===== config.mk =====
export PLATFORM = sky130hd
export DESIGN_NAME = slv_access_arb
export DESIGN_NICKNAME = d
export VERILOG_FILES = /design/src/logic/slv_access_arb.sv
export SDC_FILE = /design/constraint.sdc
export NUM_CORES = 1
export LEC_CHECK = 0
export BUFFER_PORTS_ARGS = -buffer_cell sky130_fd_sc_hd__buf_2
export CAP_MARGIN = 10
export CORE_AREA = 8 8 45 47
export CTS_CLUSTER_DIAMETER = 200
export DETAILED_ROUTE_END_ITERATION = 12
export DIE_AREA = 0 0 53 55
export SETUP_SLACK_MARGIN = 0.2
export SLEW_MARGIN = 20
export SYNTH_ARGS = -nofsm -noshare
export SYNTH_HDL_FRONTEND = slang
export SYNTH_SLANG_ARGS = --single-unit
export TNS_END_PERCENT = 30

===== constraint.sdc =====
create_clock -name CLK -period 2.2 [get_ports CLK]
set_clock_uncertainty 0.1 [all_clocks]
set_input_delay 0.33 -clock CLK [delete_from_list [all_inputs] [get_ports CLK]]
set_output_delay 0.33 -clock CLK [all_outputs]
set_load 0.005 [all_outputs]

===== src/logic/slv_access_arb.sv =====
module slv_access_arb (
	input  logic CLK,
	input  logic rst,
	input  logic wr_req,
	input  logic rd_req,
	input  logic wr_done,
	input  logic rd_done,
	output logic wr_grant,
	output logic rd_grant
);

	logic busy;
	// set when the read side got the last grant.
	logic last_rd;

	// with both asking, the side not served last wins.
	assign wr_grant = ~busy & wr_req & (~rd_req | last_rd);
	assign rd_grant = ~busy & rd_req & (~wr_req | ~last_rd);

	always_ff @(posedge CLK) begin
		if (rst) begin
			busy <= 1'b0;
			last_rd <= 1'b1;
		end else if (wr_grant | rd_grant) begin
			busy <= 1'b1;
			last_rd <= rd_grant;
		end else if (wr_done | rd_done) begin
			busy <= 1'b0;
		end
	end

endmodule


==> impl_metrics.env <==
export IMPL_grt_start_max_net_pins=6
export IMPL_setup_viol=0
export IMPL_wl_per_cell_um=9.45
export IMPL_hold_ws_ns=0.207
export IMPL_n_antenna_cell=0
export IMPL_reg2reg_to="last_rd"
export IMPL_yosysWarnings=0
export IMPL_synth_xor_area_frac=0
export IMPL_hpwlAfterDp_um=282
export IMPL_wl_um=359
export IMPL_worst_path_max_delay_cell="dfxtp_1"
export IMPL_final_common_cell="buf_2"
export IMPL_netlist_area_sq_um=105
export IMPL_cp_cell_sequence="or2b_1, a21oi_1, buf_2"
export IMPL_antenna_found_initial=0
export IMPL_rows=14
export IMPL_final_cell_mix="buf_2 (7), clkbuf_4 (3), a21oi_1 (2), nor3_1 (2), dfxtp_1 (2)"
export IMPL_period_needed_ns=1.47
export IMPL_tightestPinTransition_ns=0.188
export IMPL_holdBufCountCts=0
export IMPL_hold_path_end="busy"
export IMPL_grt_pass1_wl_um=483
export IMPL_syn2layout_area_growth_pct=73.8
export IMPL_fmax_ghz=0.682
export IMPL_cap_violations=0
export IMPL_power_per_cell_area_mw_per_mm2=785
export IMPL_cts_buffer_depth=2
export IMPL_crit_type="reg -> out"
export IMPL_drv_slew=0
export IMPL_fin_setup_tns_ns=0
export IMPL_ys_types=9
export IMPL_fp_coreArea_sq_mm=0.00138
export IMPL_dpl_worst_slack_ns=0.865
export IMPL_drtPass1Iterations=3
export IMPL_post_cts_setup_buffers=0
export IMPL_synthMuxAreaShare=0
export IMPL_start_util=0.0759
export IMPL_fin_area_sq_um=183
export IMPL_min_delay_start="rst"
export IMPL_clockRootBuffer="clkbuf_4"
export IMPL_ys_seq_area_frac=0.381
export IMPL_relSlewSlack=0.874
export IMPL_synth_top_family_by_area="simple AND/OR/NAND/NOR gates"
export IMPL_drtAntennaViolNets=0
export IMPL_synth_seq_cells=2
export IMPL_die_area_sq_mm=0.00292
export IMPL_synth_compound_area_frac=0.167
export IMPL_die_h_um=55
export IMPL_rrSetupSlack_ns=1.32
export IMPL_io_pins=8
export IMPL_synthAdderAreaFrac=0
export IMPL_worstPathMaxFanout=5
export IMPL_dpl_cell_area_sq_um=160
export IMPL_port_buffers=7
export IMPL_yosys_area_share_simple=0.452
export IMPL_drcViolationCount=0
export IMPL_post_cts_resized=0
export IMPL_synthCells=12
export IMPL_drive_gt1_frac=0.455
export IMPL_syn_nets=18
export IMPL_status="finished, final reports clean"
export IMPL_grt_use_total=0.0273
export IMPL_clkLatencyLatePin_ns=0.22
export IMPL_setup_ws_ns=0.734
export IMPL_vdd_drop_max_mv=0.367
export IMPL_cts_num_sinks=2
export IMPL_leakage_nw=0.0828
export IMPL_n_fill_cell=164
export IMPL_start_kind="register"
export IMPL_place_gp_congestion=0.631
export IMPL_finalCritPeriodShare=0.666
export IMPL_cp_end_kind="output pin"
export IMPL_whs_path_depth=2
export IMPL_hold_viol=0
export IMPL_cp_slowest_stage_delay_ns=0.33
export IMPL_worst_r2r_cell_count=2
export IMPL_critPathLaunch="busy"
export IMPL_rsz0062_at_grt="false"
export IMPL_h_tree_depth=1
export IMPL_synth_area_per_cell_sq_um=8.76
export IMPL_crit_arrival_ns=1.04
export IMPL_cts_tree="built"
export IMPL_fin_nets=30
export IMPL_worstPathRequired_ns=1.77
export IMPL_rr_startpoint="busy"
export IMPL_drt_first_iter_violations=1
export IMPL_clkTransAtPathRegs_ns=0.03
export IMPL_viasPerCell=3.21
export IMPL_grt_pass1_vias=110
export IMPL_die_width_um=53
export IMPL_cts_buffers=3
export IMPL_vias=122
export IMPL_hold_path_class="in -> reg"
export IMPL_overflow=0
[sequential cells by signal, summed over array words and instances (netlist names)]
signal   count
last_rd      1
busy         1
[how the worst max path moves through the flow]
stage / to / cells after the start
final: rd_grant / 3
after global routing: rd_grant / 3
after CTS: rd_grant / 3
after detailed placement: rd_grant / 4
after global placement: rd_grant / 4
after floorplan: rd_grant / 2
[synth_stat cells]
| library cell | count | area, sq um |
|---|---|---|
| a21oi_1 | 2 | 10.0 |
| dfxtp_1 | 2 | 40.0 |
| nor3_1 | 2 | 10.0 |
| and4bb_1 | 1 | 12.5 |
| nor2_1 | 1 | 3.75 |
| nor2b_1 | 1 | 6.26 |
| nor3b_1 | 1 | 7.51 |
| o21a_1 | 1 | 7.51 |
| or2b_1 | 1 | 7.51 |
[routing by layer]
metal  up-vias  routed length, um  GRT usage
met5         -                  0          0
met4         0                  0     0.0129
met3         0                 59     0.0455
met2         8                113     0.0234
met1        49                186     0.0272
li1         65                  -          -
[logic make-up after synthesis]
| logic type | Yosys count |
|---|---|
| DFF | 2 |
| AOI/OAI and AO/OA | 3 |
| and+or+nand+nor | 7 |
[worst max-delay path, delay by kind of cell, from the launching register on]
family | cells | cell delay [ns]
compound gates | 1 | 0.11
buf+inv | 1 | 0.12
flops | 1 | 0.33
simple gates | 1 | 0.25
[through the flow]
step | power (mW) | instances | utilization
2_1_floorplan | 0.0531 | 12 | -
3_3_place_gp | 0.0630 | 35 | 0.116
3_5_place_dp | 0.0641 | 35 | 0.116
4_1_cts | 0.148 | 38 | 0.132
5_1_grt | 0.157 | 38 | 0.132
6_report | 0.143 | 38 | 0.132
[area by class of cell]
| cell class | instances | area, sq um | area share |
|---|---|---|---|
| multi-input combinational | 10 | 65.1 | 0.356 |
| clock buffer | 3 | 22.5 | 0.123 |
| timing repair buffer | 7 | 35.0 | 0.192 |
| tap | 16 | 20.0 | 0.110 |
| sequential | 2 | 40.0 | 0.219 |
[report_power, final]
| group | total (mW) | switching, mW | leakage, nW | internal, mW |
|---|---|---|---|---|
| combinational | 0.0195 | 0.00800 | 0.0523 | 0.0115 |
| sequential | 0.0438 | 0.00365 | 0.0167 | 0.0402 |
| clock | 0.0801 | 0.0200 | 0.0138 | 0.0601 |
| total | 0.143 | 0.0317 | 0.0828 | 0.112 |
Note: power is estimated with default switching activity, not from simulation.
