$ cat config.mk
export PLATFORM = sky130hd
export DESIGN_NAME = axi_wr_channel
export DESIGN_NICKNAME = d
export VERILOG_FILES = /design/src/logic/axi_slv_pkg.sv /design/src/logic/axi_burst_addr.sv /design/src/logic/axi_wr_channel.sv
export SDC_FILE = /design/constraint.sdc
export NUM_CORES = 1
export LEC_CHECK = 0
export CAP_MARGIN = 20
export CORE_AREA = 2 2 84 86
export DETAILED_ROUTE_END_ITERATION = 8
export DIE_AREA = 0 0 86 88
export DONT_BUFFER_PORTS = 1
export GPL_TIMING_DRIVEN = 1
export MAX_ROUTING_LAYER = met4
export PLACE_DENSITY = 0.61
export RECOVER_POWER = 25
export SLEW_MARGIN = 20
export SYNTH_ARGS = -nofsm -noshare
export SYNTH_HDL_FRONTEND = slang
export SYNTH_SLANG_ARGS = --single-unit
$ cat constraint.sdc
create_clock -name CLK -period 1.9 [get_ports CLK]
set_clock_uncertainty 0.05 [all_clocks]
set_input_delay 0.38 -clock CLK [delete_from_list [all_inputs] [get_ports CLK]]
set_output_delay 0.38 -clock CLK [all_outputs]
set_load 0.05 [all_outputs]
$ cat src/logic/axi_slv_pkg.sv
package axi_slv_pkg;

	// bus widths.
	localparam int AXI_ADDR_W = 32;
	localparam int AXI_DATA_W = 64;
	localparam int AXI_STRB_W = AXI_DATA_W / 8;
	localparam int AXI_LEN_W = 8;

	// burst types as coded on AxBURST.
	typedef enum logic [1:0] {
		FIXED = 2'b00,
		INCR  = 2'b01,
		WRAP  = 2'b10
	} burst_e;

	// only OKAY is ever produced.
	typedef enum logic [1:0] {
		OKAY   = 2'b00,
		EXOKAY = 2'b01,
		SLVERR = 2'b10,
		DECERR = 2'b11
	} resp_e;

	typedef logic [AXI_DATA_W-1:0] axi_data_t;

endpackage

$ cat src/logic/axi_burst_addr.sv
module axi_burst_addr import axi_slv_pkg::*; #(
	parameter int MEM_AW = 14
) (
	input  logic                  CLK,
	input  logic                  rst,
	input  logic                  load,
	input  logic                  step,
	input  logic [AXI_ADDR_W-1:0] start_addr,
	input  logic [AXI_LEN_W-1:0]  len,
	input  burst_e                burst,
	output logic [MEM_AW-1:0]     addr,
	output logic                  last
);

	// byte offset bits below the word address.
	localparam int OFS_W = $clog2(AXI_STRB_W);

	logic [AXI_LEN_W-1:0] cnt;
	logic [AXI_LEN_W-1:0] len_q;
	burst_e               burst_q;
	logic [MEM_AW-1:0]    wrap_mask;
	logic [MEM_AW-1:0]    addr_inc;

	// window of len+1 words, a power of two for WRAP.
	assign wrap_mask = MEM_AW'(len_q);
	assign addr_inc = addr + 1'b1;
	assign last = (cnt == len_q);

	always_ff @(posedge CLK) begin
		if (rst) begin
			cnt <= '0;
			len_q <= '0;
			burst_q <= INCR;
		end else if (load) begin
			cnt <= '0;
			len_q <= len;
			burst_q <= burst;
		end else if (step) begin
			cnt <= cnt + 1'b1;
		end
	end

	always_ff @(posedge CLK) begin
		if (load) begin
			addr <= start_addr[OFS_W +: MEM_AW];
		end else if (step) begin
			case (burst_q)
				FIXED: addr <= addr;
				WRAP: addr <= (addr & ~wrap_mask) | (addr_inc & wrap_mask);
				default: addr <= addr_inc;
			endcase
		end
	end

endmodule

$ cat src/logic/axi_wr_channel.sv
module axi_wr_channel import axi_slv_pkg::*; #(
	parameter int MEM_AW = 14
) (
	input  logic                  CLK,
	input  logic                  rst,
	input  logic [AXI_ADDR_W-1:0] awaddr,
	input  logic [AXI_LEN_W-1:0]  awlen,
	input  logic [2:0]            awsize,
	input  burst_e                awburst,
	input  logic                  awvalid,
	output logic                  awready,
	input  axi_data_t             wdata,
	input  logic [AXI_STRB_W-1:0] wstrb,
	input  logic                  wlast,
	input  logic                  wvalid,
	output logic                  wready,
	output resp_e                 bresp,
	output logic                  bvalid,
	input  logic                  bready,
	input  logic                  wr_grant,
	output logic                  wr_req,
	output logic                  wr_done,
	output logic                  wr_en,
	output logic [MEM_AW-1:0]     wr_addr,
	output axi_data_t             wr_data,
	output logic [AXI_STRB_W-1:0] wr_strb
);

	typedef enum logic [1:0] {
		WR_IDLE,
		WR_WAIT,
		WR_DATA,
		WR_RESP
	} wr_state_e;

	wr_state_e             state;
	logic                  load;
	logic                  beat;
	logic                  burst_last;
	logic [AXI_ADDR_W-1:0] start_addr;

	assign wr_req = awvalid & ((state == WR_IDLE) | (state == WR_WAIT));
	assign load = awready & awvalid;
	assign beat = wready & wvalid;

	// start address aligned to the transfer size.
	assign start_addr = awaddr & ~((AXI_ADDR_W'(1) << awsize) - AXI_ADDR_W'(1));

	// each accepted beat goes straight into the SRAM.
	assign wr_en = beat;
	assign wr_data = wdata;
	assign wr_strb = wstrb;

	assign bresp = OKAY;
	assign wr_done = bvalid & bready;

	axi_burst_addr #(
		.MEM_AW(MEM_AW)
	) i_wr_addr (
		.CLK(CLK),
		.rst(rst),
		.load(load),
		.step(beat),
		.start_addr(start_addr),
		.len(awlen),
		.burst(awburst),
		.addr(wr_addr),
		.last(burst_last)
	);

	always_ff @(posedge CLK) begin
		if (rst) begin
			state <= WR_IDLE;
			awready <= 1'b0;
			wready <= 1'b0;
			bvalid <= 1'b0;
		end else begin
			awready <= 1'b0;
			case (state)
				WR_IDLE, WR_WAIT: begin
					if (wr_grant) begin
						awready <= 1'b1;
						state <= WR_DATA;
					end else if (awvalid) begin
						state <= WR_WAIT;
					end
				end
				WR_DATA: begin
					if (load) begin
						wready <= 1'b1;
					end
					// an early wlast also closes the burst.
					if (beat && (burst_last || wlast)) begin
						wready <= 1'b0;
						bvalid <= 1'b1;
						state <= WR_RESP;
					end
				end
				WR_RESP: begin
					if (bready) begin
						bvalid <= 1'b0;
						state <= WR_IDLE;
					end
				end
				default: state <= WR_IDLE;
			endcase
		end
	end

endmodule

==> out/results.ini <==
[status]
status = finished clean

[cts]
htree_levels = 2
hold_buffers = 0
root_buffer = clkbuf_8
cts_buffers = 5
cts_tree = built
clock_latency_ps = 290
cts_resized = 0
cts.sinks = 37
path_clk_slew_ps = 80
cts_setup_buffers = 0
clockBufferDepth = 2

[sta]
setup_viol = 0
tightestPinTransition_ps = 505
relSlewSlack = 0.663
tns_ps = 0
hold_viol = 0
fmax_ghz = 0.600
period_needed_ps = 1670
period_share = 0.876
drv_slew = 0
rsz0062_at_grt = no

[final_layout]
diodes = 0
layout-drive-gt1-share = 0.178
num-nets-final = 373
finalNonFillerCells = 327
utilization = 0.353
syn_to_final_growth_pct = -7.37
multiInputGateArea_um2 = 1050
fill_cells = 660
regArea_um2 = 881

[drt]
avgViaCountPerCell = 5.02
drt_pre_antenna_iters = 4
drc = 0
post_drt_wl_per_cell_um = 14.5
drt_iter0_markers = 84
vias = 1642
drt-total-wl_mm = 4.75
drtAntennaViolNets = 0

[hold_path]
hp-start = rst
hold_class = in -> reg

[yosys]
syn_area_um2 = 2530
yosysSeqAreaShare = 0.348
synth_cells = 297
ys_ff_latch = 37
synth.distinct_cells = 43
synth_edf_count = 14
avgSynthCellArea_um2 = 8.52
ys_warn_count = 0
synth_top_flop_cell = dfxtp_1
synth-async-reset-ratio = 0

[floorplan]
dieHeight_um = 88
rows = 30
core_area_um2 = 6640
die-width_um = 86
io_pins = 218
start_util = 0.381
dieArea_um2 = 7570

[grt]
grt_max_degree = 17
overflow = 0
grt_pass1_vias = 1589
grt_antenna_before_repair = 0
grt_pass1_wl_mm = 7.56
grt_usage = 0.134

[placement]
dp_hpwl_mm = 3.68
dp_cells = 319
port_buffers = 0
gp_congestion = 0.745

[worst_setup_path]
critPathRequiredTime_ps = 1900
critPathLaunchType = flip-flop
criticalPathCategory = reg -> reg
critPathArrivalTime_ps = 1660
cp_max_fo = 6
end_kind = flip-flop

[power]
power_mw = 1.75
peakVddDrop_uv = 247
leakage_nw = 0.903
powerDensity_nw_per_um2 = 749

[flow_run]
cap_violations = 0

-- cells in the mapped netlist (all sizes together), types with 4 or more instances --
library cell | number | area [um2]
a21oi | 14 | 70.1
nor2 | 18 | 70.1
buf | 78 | 577
nand3 | 10 | 50.1
dfxtp | 23 | 460
o21ai | 18 | 90.1
nand2 | 40 | 150
xor2 | 19 | 166
and2 | 4 | 25.0
and3 | 5 | 36.3
o21a | 6 | 45.0
nand4 | 5 | 37.5
edfxtp | 14 | 420
clkbuf | 6 | 22.5
xnor2 | 5 | 43.8
-- final timing paths --
| path | to | slack (ps) | cells past startpoint |
|---|---|---|---|
| max | i_wr_addr.addr[12] | 230 | 6 |
| min | state[0] | 100 | 1 |
| max reg2reg | i_wr_addr.addr[12] | 230 | 6 |
| min reg2reg | i_wr_addr.burst_q[1] | 440 | 2 |
-- cells by family after synthesis --
logic type,synth area share
other,0.00148
buffers and inverters,0.241
multiplexers,0.00396
AND/OR/NAND/NOR,0.193
flip-flops,0.348
AO/OA/AOI/OAI,0.114
XOR/XNOR,0.0831
adder cells (fa/ha/maj),0.0148
-- layout make-up --
| cell class | instances | area share |
|---|---|---|
| Clock buffer | 7 | 0.0368 |
| Clock inverter | 1 | 0.0128 |
| Inverter | 3 | 0.00481 |
| Multi-Input combinational cell | 174 | 0.447 |
| Sequential cell | 37 | 0.376 |
| Tap cell | 80 | 0.0427 |
| Timing Repair Buffer | 25 | 0.0801 |
-- routing by layer --
metal,GRT usage,part of all wire,vias to the layer above,wire length [um]
met4,0.0534,0.014,0,65
met5,-,0,-,0
met3,0.0631,0.11,5,533
li1,-,-,818,-
met2,0.212,0.47,65,2230
met1,0.145,0.41,754,1920
-- metrics by stage --
stage | instance area (um2) | hold WS, ps | setup slack, ps
floorplan | 2540 | 400 | -56.0
global placement | 2230 | 401 | 263
detailed placement | 2230 | 404 | 247
CTS | 2340 | 90.5 | 241
global route | 2340 | 82.5 | 133
finish | 2340 | 99.6 | 235
-- cells in the final DEF, fill, tap and decap left out, types with 2 or more instances in the layout --
cell      count
nand3_1      10
nand2_1      40
or3_1         2
o31ai_1       2
nand2b_1      3
a21oi_1      14
clkbuf_8      6
o21ai_0       5
nand3b_1      3
and3_1        4
dfxtp_1      23
inv_1         2
and2_1        3
conb_1        2
ha_1          2
nor2b_1       2
edfxtp_1     14
nand4_1       4
xnor2_1       5
o21ai_1      13
nor2_1       17
buf_4        25
o21a_1        6
xor2_1       19
-- power by group --
part	internal, mW	switching [mW]	total [mW]
combinational	0.0589	0.111	0.169
clock	0.428	0.288	0.717
sequential	0.846	0.0225	0.868
-- critical path, stage by stage, from the launching register on --
cell      delay [ps]
edfxtp_1         440
ha_2             220
and3_1           190
and2_4           180
nand3_1           90
xor2_1           150
o21ai_1           90
No activity file was read; power rests on OpenSTA's default activity.
