File: config.mk
export PLATFORM = sky130hd
export DESIGN_NAME = axi_rd_channel
export DESIGN_NICKNAME = d
export VERILOG_FILES = /design/src/logic/axi_slv_pkg.sv /design/src/logic/axi_burst_addr.sv /design/src/logic/axi_rd_channel.sv
export SDC_FILE = /design/constraint.sdc
export NUM_CORES = 1
export LEC_CHECK = 0
export BUFFER_PORTS_ARGS = -buffer_cell sky130_fd_sc_hd__buf_2
export CAP_MARGIN = 20
export CORE_AREA = 3 3 83 85
export CTS_BUF_LIST = sky130_fd_sc_hd__clkbuf_8
export DETAILED_ROUTE_END_ITERATION = 6
export DIE_AREA = 0 0 86 88
export GPL_TIMING_DRIVEN = 0
export MAX_ROUTING_LAYER = met4
export PLACE_DENSITY = 0.85
export SYNTH_ARGS = -nofsm -noshare
export SYNTH_HDL_FRONTEND = slang
export SYNTH_SLANG_ARGS = --single-unit
File: constraint.sdc
create_clock -name CLK -period 1.9 [get_ports CLK]
set_input_delay 0.285 -clock CLK [delete_from_list [all_inputs] [get_ports CLK]]
set_output_delay 0.285 -clock CLK [all_outputs]
set_load 0.01 [all_outputs]
File: src/logic/axi_slv_pkg.sv
package axi_slv_pkg;

	// bus widths.
	localparam int AXI_ADDR_W = 32;
	localparam int AXI_DATA_W = 64;
	localparam int AXI_STRB_W = AXI_DATA_W / 8;
	localparam int AXI_LEN_W = 8;

	// burst types as coded on AxBURST.
	typedef enum logic [1:0] {
		FIXED = 2'b00,
		INCR  = 2'b01,
		WRAP  = 2'b10
	} burst_e;

	// only OKAY is ever produced.
	typedef enum logic [1:0] {
		OKAY   = 2'b00,
		EXOKAY = 2'b01,
		SLVERR = 2'b10,
		DECERR = 2'b11
	} resp_e;

	typedef logic [AXI_DATA_W-1:0] axi_data_t;

endpackage

File: src/logic/axi_burst_addr.sv
module axi_burst_addr import axi_slv_pkg::*; #(
	parameter int MEM_AW = 14
) (
	input  logic                  CLK,
	input  logic                  rst,
	input  logic                  load,
	input  logic                  step,
	input  logic [AXI_ADDR_W-1:0] start_addr,
	input  logic [AXI_LEN_W-1:0]  len,
	input  burst_e                burst,
	output logic [MEM_AW-1:0]     addr,
	output logic                  last
);

	// byte offset bits below the word address.
	localparam int OFS_W = $clog2(AXI_STRB_W);

	logic [AXI_LEN_W-1:0] cnt;
	logic [AXI_LEN_W-1:0] len_q;
	burst_e               burst_q;
	logic [MEM_AW-1:0]    wrap_mask;
	logic [MEM_AW-1:0]    addr_inc;

	// window of len+1 words, a power of two for WRAP.
	assign wrap_mask = MEM_AW'(len_q);
	assign addr_inc = addr + 1'b1;
	assign last = (cnt == len_q);

	always_ff @(posedge CLK) begin
		if (rst) begin
			cnt <= '0;
			len_q <= '0;
			burst_q <= INCR;
		end else if (load) begin
			cnt <= '0;
			len_q <= len;
			burst_q <= burst;
		end else if (step) begin
			cnt <= cnt + 1'b1;
		end
	end

	always_ff @(posedge CLK) begin
		if (load) begin
			addr <= start_addr[OFS_W +: MEM_AW];
		end else if (step) begin
			case (burst_q)
				FIXED: addr <= addr;
				WRAP: addr <= (addr & ~wrap_mask) | (addr_inc & wrap_mask);
				default: addr <= addr_inc;
			endcase
		end
	end

endmodule

File: src/logic/axi_rd_channel.sv
module axi_rd_channel import axi_slv_pkg::*; #(
	parameter int MEM_AW = 14
) (
	input  logic                  CLK,
	input  logic                  rst,
	input  logic [AXI_ADDR_W-1:0] araddr,
	input  logic [AXI_LEN_W-1:0]  arlen,
	input  logic [2:0]            arsize,
	input  burst_e                arburst,
	input  logic                  arvalid,
	output logic                  arready,
	output axi_data_t             rdata,
	output resp_e                 rresp,
	output logic                  rlast,
	output logic                  rvalid,
	input  logic                  rready,
	input  logic                  rd_grant,
	output logic                  rd_req,
	output logic                  rd_done,
	output logic                  rd_en,
	output logic [MEM_AW-1:0]     rd_addr,
	input  axi_data_t             rd_data
);

	typedef enum logic [1:0] {
		RD_IDLE,
		RD_WAIT,
		RD_FETCH,
		RD_PRESENT
	} rd_state_e;

	rd_state_e             state;
	logic                  load;
	logic                  xfer;
	logic                  burst_last;
	logic [AXI_ADDR_W-1:0] start_addr;

	assign rd_req = arvalid & ((state == RD_IDLE) | (state == RD_WAIT));
	assign load = arready & arvalid;
	assign xfer = rvalid & rready;

	// start address aligned to the transfer size.
	assign start_addr = araddr & ~((AXI_ADDR_W'(1) << arsize) - AXI_ADDR_W'(1));

	// no fetch in the acceptance cycle, the address is still loading.
	assign rd_en = (state == RD_FETCH) & ~arready;

	// the SRAM holds its output until the next rd_en.
	assign rdata = rd_data;
	assign rresp = OKAY;
	assign rd_done = xfer & rlast;

	axi_burst_addr #(
		.MEM_AW(MEM_AW)
	) i_rd_addr (
		.CLK(CLK),
		.rst(rst),
		.load(load),
		.step(xfer),
		.start_addr(start_addr),
		.len(arlen),
		.burst(arburst),
		.addr(rd_addr),
		.last(burst_last)
	);

	always_ff @(posedge CLK) begin
		if (rst) begin
			state <= RD_IDLE;
			arready <= 1'b0;
			rvalid <= 1'b0;
			rlast <= 1'b0;
		end else begin
			arready <= 1'b0;
			case (state)
				RD_IDLE, RD_WAIT: begin
					if (rd_grant) begin
						arready <= 1'b1;
						state <= RD_FETCH;
					end else if (arvalid) begin
						state <= RD_WAIT;
					end
				end
				RD_FETCH: begin
					// data arrives with rvalid next cycle.
					if (rd_en) begin
						rvalid <= 1'b1;
						rlast <= burst_last;
						state <= RD_PRESENT;
					end
				end
				RD_PRESENT: begin
					if (rready) begin
						rvalid <= 1'b0;
						rlast <= 1'b0;
						state <= rlast ? RD_IDLE : RD_FETCH;
					end
				end
				default: state <= RD_IDLE;
			endcase
		end
	end

endmodule

==> flow_results.xml <==
<?xml version="1.0" encoding="UTF-8"?>
<metrics>
  <group name="min_path">
    <metric name="min_path_type" unit="">in2reg</metric>
  </group>
  <group name="yosys">
    <metric name="synthTopCellsByCount" unit="">buf_4, nand2_1, o21ai_0, dfxtp_1</metric>
    <metric name="post_synth_instance_area" unit="um2">2520</metric>
    <metric name="synthesis.yosys.warnings" unit="">0</metric>
    <metric name="number_of_synthesized_flops_with_an_enable_pin" unit="">14</metric>
    <metric name="async_reset_ff_frac" unit="">0</metric>
    <metric name="ys_types" unit="">35</metric>
    <metric name="postSynth.topFlopCell" unit="">dfxtp_1</metric>
    <metric name="yosys_register_bits" unit="">37</metric>
    <metric name="synth.largest_area_cell" unit="">buf_4</metric>
    <metric name="postSynthAreaPerCell" unit="um2">8.23</metric>
    <metric name="syn-instance-count" unit="">306</metric>
    <metric name="synth.yosys.seq_area_share" unit="">0.350</metric>
    <metric name="synth.top_cells.by_area" unit="">buf_4, dfxtp_1, edfxtp_1</metric>
    <metric name="synth_top_cell_area_share" unit="">0.200</metric>
    <metric name="yosysMostFrequentCell" unit="">buf_4</metric>
  </group>
  <group name="placed_design">
    <metric name="detailed_place_hpwl" unit="mm">5.19</metric>
    <metric name="pre_cts_ws" unit="ns">0.277</metric>
    <metric name="gp_congestion" unit="">0.929</metric>
    <metric name="placed_cell_area" unit="um2">3190</metric>
    <metric name="place.port_buffers" unit="">115</metric>
  </group>
  <group name="clock_tree">
    <metric name="cts_made_buffers" unit="">5</metric>
    <metric name="cts_tree" unit="">done</metric>
    <metric name="clk_pin_slew" unit="ns">0.08</metric>
    <metric name="cts_root_buffer" unit="">clkbuf_8</metric>
    <metric name="numClockSinks" unit="">37</metric>
    <metric name="postCtsHoldBufs" unit="">0</metric>
    <metric name="post_cts_resized" unit="">0</metric>
    <metric name="post-cts-setup-buffer-count" unit="">0</metric>
    <metric name="clkLatencyLatePin" unit="ns">0.29</metric>
    <metric name="ctsLongestPathBuffers" unit="">2</metric>
    <metric name="htreeDepth" unit="">2</metric>
  </group>
  <group name="sta">
    <metric name="slew_violations" unit="">0</metric>
    <metric name="period_needed" unit="ns">1.62</metric>
    <metric name="achievable-frequency" unit="MHz">616</metric>
    <metric name="timing.clock.skew" unit="ns">0.00458</metric>
    <metric name="setup_repair_after_global_routing_missed_its_margin" unit="">false</metric>
    <metric name="period_share" unit="">0.855</metric>
    <metric name="number_of_setup_violations_in_the_final_report" unit="">0</metric>
    <metric name="post_route_worst_setup_slack" unit="ns">0.276</metric>
    <metric name="fin_tns_setup" unit="ns">0</metric>
    <metric name="final_hold_viol_count" unit="">0</metric>
  </group>
  <group name="power_and_ir_drop">
    <metric name="power_density" unit="nW/um2">590</metric>
    <metric name="leakage" unit="nW">1.61</metric>
    <metric name="largest_voltage_drop_on_the_vdd_net" unit="V">0.000377</metric>
    <metric name="p_total" unit="mW">1.94</metric>
  </group>
  <group name="critical_path">
    <metric name="critical_path_required" unit="ns">1.94</metric>
    <metric name="worst_r2r_path_depth" unit="">5</metric>
    <metric name="critical_path_class" unit="">reg2reg</metric>
    <metric name="timing.critical_path.fanout_max" unit="">5</metric>
    <metric name="worstReg2RegEnd" unit="">i_rd_addr.addr[10]$_DFFE_PP_</metric>
    <metric name="critical_path_arrival" unit="ns">1.66</metric>
    <metric name="critical_path.slowest_cell" unit="">edfxtp_1</metric>
    <metric name="critical_path_buffers_and_inverters" unit="">0</metric>
    <metric name="cp_slowest_stage_delay" unit="ns">0.44</metric>
    <metric name="worst-path-stages" unit="">5</metric>
    <metric name="crit_family" unit="">simple AND/OR/NAND/NOR gates</metric>
    <metric name="worstPathCellList" unit="">ha_1 -&gt; nand4_1 -&gt; nor3_1 -&gt; xnor2_1 -&gt; o21ai_0</metric>
    <metric name="worst_r2r_startpoint" unit="">i_rd_addr.addr[0]$_DFFE_PP_</metric>
    <metric name="reg2reg_slack" unit="ns">0.28</metric>
    <metric name="crit_path_start_kind" unit="">register</metric>
    <metric name="worstSetupEndpoint" unit="">i_rd_addr.addr[10]$_DFFE_PP_</metric>
    <metric name="timing.critical_path.from" unit="">i_rd_addr.addr[0]$_DFFE_PP_</metric>
    <metric name="crit_path_end_kind" unit="">register</metric>
  </group>
  <group name="detailed_routing">
    <metric name="met2WireLength" unit="mm">3.32</metric>
    <metric name="routed.top_layer" unit="">met4</metric>
    <metric name="postRouteWirelength" unit="mm">6.46</metric>
    <metric name="wl_met3" unit="um">604</metric>
    <metric name="drc" unit="">0</metric>
    <metric name="routed_wire_length_per_instance" unit="um">12.7</metric>
    <metric name="route.layer.met1.wl" unit="mm">2.52</metric>
    <metric name="via_per_inst" unit="">4.73</metric>
    <metric name="detailroute.via_count" unit="">2400</metric>
    <metric name="firstDrtPassIters" unit="">4</metric>
    <metric name="first_iter_violations" unit="">161</metric>
    <metric name="ant_nets" unit="">0</metric>
  </group>
  <group name="grt">
    <metric name="global_route_overflow" unit="">0</metric>
    <metric name="grt_pass1_vias" unit="">2162</metric>
    <metric name="grt_antenna_before_repair" unit="">0</metric>
    <metric name="global_route_wire_length_before_repair" unit="mm">9.60</metric>
    <metric name="grt_use_total" unit="">0.163</metric>
    <metric name="maximum_number_of_pins_on_one_net_before_global_route_repair" unit="">13</metric>
  </group>
  <group name="floorplanning">
    <metric name="die_h" unit="um">88</metric>
    <metric name="rows" unit="">29</metric>
    <metric name="core_area" unit="um2">6280</metric>
    <metric name="die_w" unit="um">86</metric>
    <metric name="floorplan.initialDensity" unit="">0.401</metric>
    <metric name="io_pins" unit="">200</metric>
    <metric name="die-area" unit="um2">7570</metric>
  </group>
  <group name="job">
    <metric name="max_cap_viol_count" unit="">0</metric>
  </group>
  <group name="finish">
    <metric name="antenna_cells" unit="">0</metric>
    <metric name="fin_nets" unit="">546</metric>
    <metric name="drive_above_1_share" unit="">0.458</metric>
    <metric name="design_area" unit="um2">3280</metric>
    <metric name="syn2layout_area_growth" unit="%">30.2</metric>
  </group>
  <group name="outcome">
    <metric name="run_status" unit="">completed</metric>
  </group>
</metrics>
-- per-stage QoR --
step	cells	util	hold WS, ns
6_report	507	0.522	0.221
5_1_grt	507	0.522	0.218
4_1_cts	507	0.522	0.213
3_5_place_dp	499	0.509	0.481
3_3_place_gp	499	0.509	0.481
2_1_floorplan	307	-	0.354
-- power breakdown --
part | internal, mW | switching (mW) | leakage [nW]
sequential | 0.874 | 0.0498 | 0.318
clock | 0.254 | 0.288 | 0.0482
combinational | 0.246 | 0.224 | 1.24
total | 1.37 | 0.562 | 1.61
-- routing by layer --
metal,global-route usage,vias to the layer above
li1,-,1209
met5,-,-
met4,0.0417,0
met3,0.0470,2
met2,0.282,122
met1,0.185,1067
-- worst reg2reg max path, cell delays in order, from the launching register on --
cell	delay, ns
edfxtp_1	0.44
ha_1	0.25
nand4_1	0.18
nor3_1	0.27
xnor2_1	0.14
o21ai_0	0.09
-- layout by cell type, fill, tap and decap left out, drive strengths merged --
| master | netlist | routed |
|---|---|---|
| conb | 1 | 2 |
| o41ai | 1 | 1 |
| and3 | 5 | 5 |
| a221o | 1 | 1 |
| and2 | 4 | 4 |
| nor4 | 3 | 3 |
| nand3 | 9 | 9 |
| clkinv | 0 | 2 |
| xor2 | 17 | 17 |
| a31oi | 2 | 2 |
| buf | 71 | 186 |
| nand2b | 2 | 2 |
| o21ai | 28 | 28 |
| nand4 | 6 | 6 |
| xnor2 | 9 | 9 |
| and4 | 1 | 1 |
| clkbuf | 7 | 12 |
| nand3b | 3 | 3 |
| ha | 3 | 3 |
| nor3 | 5 | 5 |
| nor2 | 20 | 20 |
| nor2b | 1 | 1 |
| a311oi | 1 | 1 |
| a21oi | 20 | 20 |
| nor3b | 1 | 1 |
| inv | 3 | 4 |
| dfxtp | 23 | 23 |
| nand2 | 43 | 43 |
| edfxtp | 14 | 14 |
| a32oi | 1 | 1 |
| a2bb2oi | 1 | 1 |
-- worst min-delay path by stage --
stage                                         start                                 to  depth (start not counted)  slack [ns]
global route                               arlen[1]    i_rd_addr.len_q[1]$_SDFFE_PP0P_                          3        0.22
finish                                   arburst[0]  i_rd_addr.burst_q[0]$_SDFFE_PP1P_                          3        0.22
detailed placement  i_rd_addr.len_q[0]$_SDFFE_PP0P_    i_rd_addr.len_q[0]$_SDFFE_PP0P_                          2        0.48
CTS                                        arlen[7]    i_rd_addr.len_q[7]$_SDFFE_PP0P_                          3        0.21
floorplan                                       rst  i_rd_addr.burst_q[1]$_SDFFE_PP0P_                          1        0.35
global placement    i_rd_addr.len_q[0]$_SDFFE_PP0P_    i_rd_addr.len_q[0]$_SDFFE_PP0P_                          2        0.48
-- final cells by class --
| type | count | area, um2 |
|---|---|---|
| Buffer | 78 | 549 |
| Clock buffer | 5 | 68.8 |
| Sequential cell | 37 | 881 |
| Inverter | 3 | 11.3 |
| Fill cell | 608 | 3000 |
| Clock inverter | 3 | 16.3 |
| Tap cell | 77 | 96.3 |
| Timing Repair Buffer | 115 | 576 |
| Multi-Input combinational cell | 189 | 1080 |
-- kinds of logic (layout without fill, tap and decap cells) --
| group | Yosys count | count (layout) | synth area share |
|---|---|---|---|
| compound gates | 55 | 55 | 0.120 |
| xor+xnor | 26 | 26 | 0.0904 |
| other cells | 1 | 2 | 0.00149 |
| buf+inv | 81 | 204 | 0.223 |
| simple gates | 103 | 103 | 0.201 |
| flops | 37 | 37 | 0.350 |
| fa+ha+maj | 3 | 3 | 0.0149 |
Note: power is estimated with default switching activity, not from simulation.
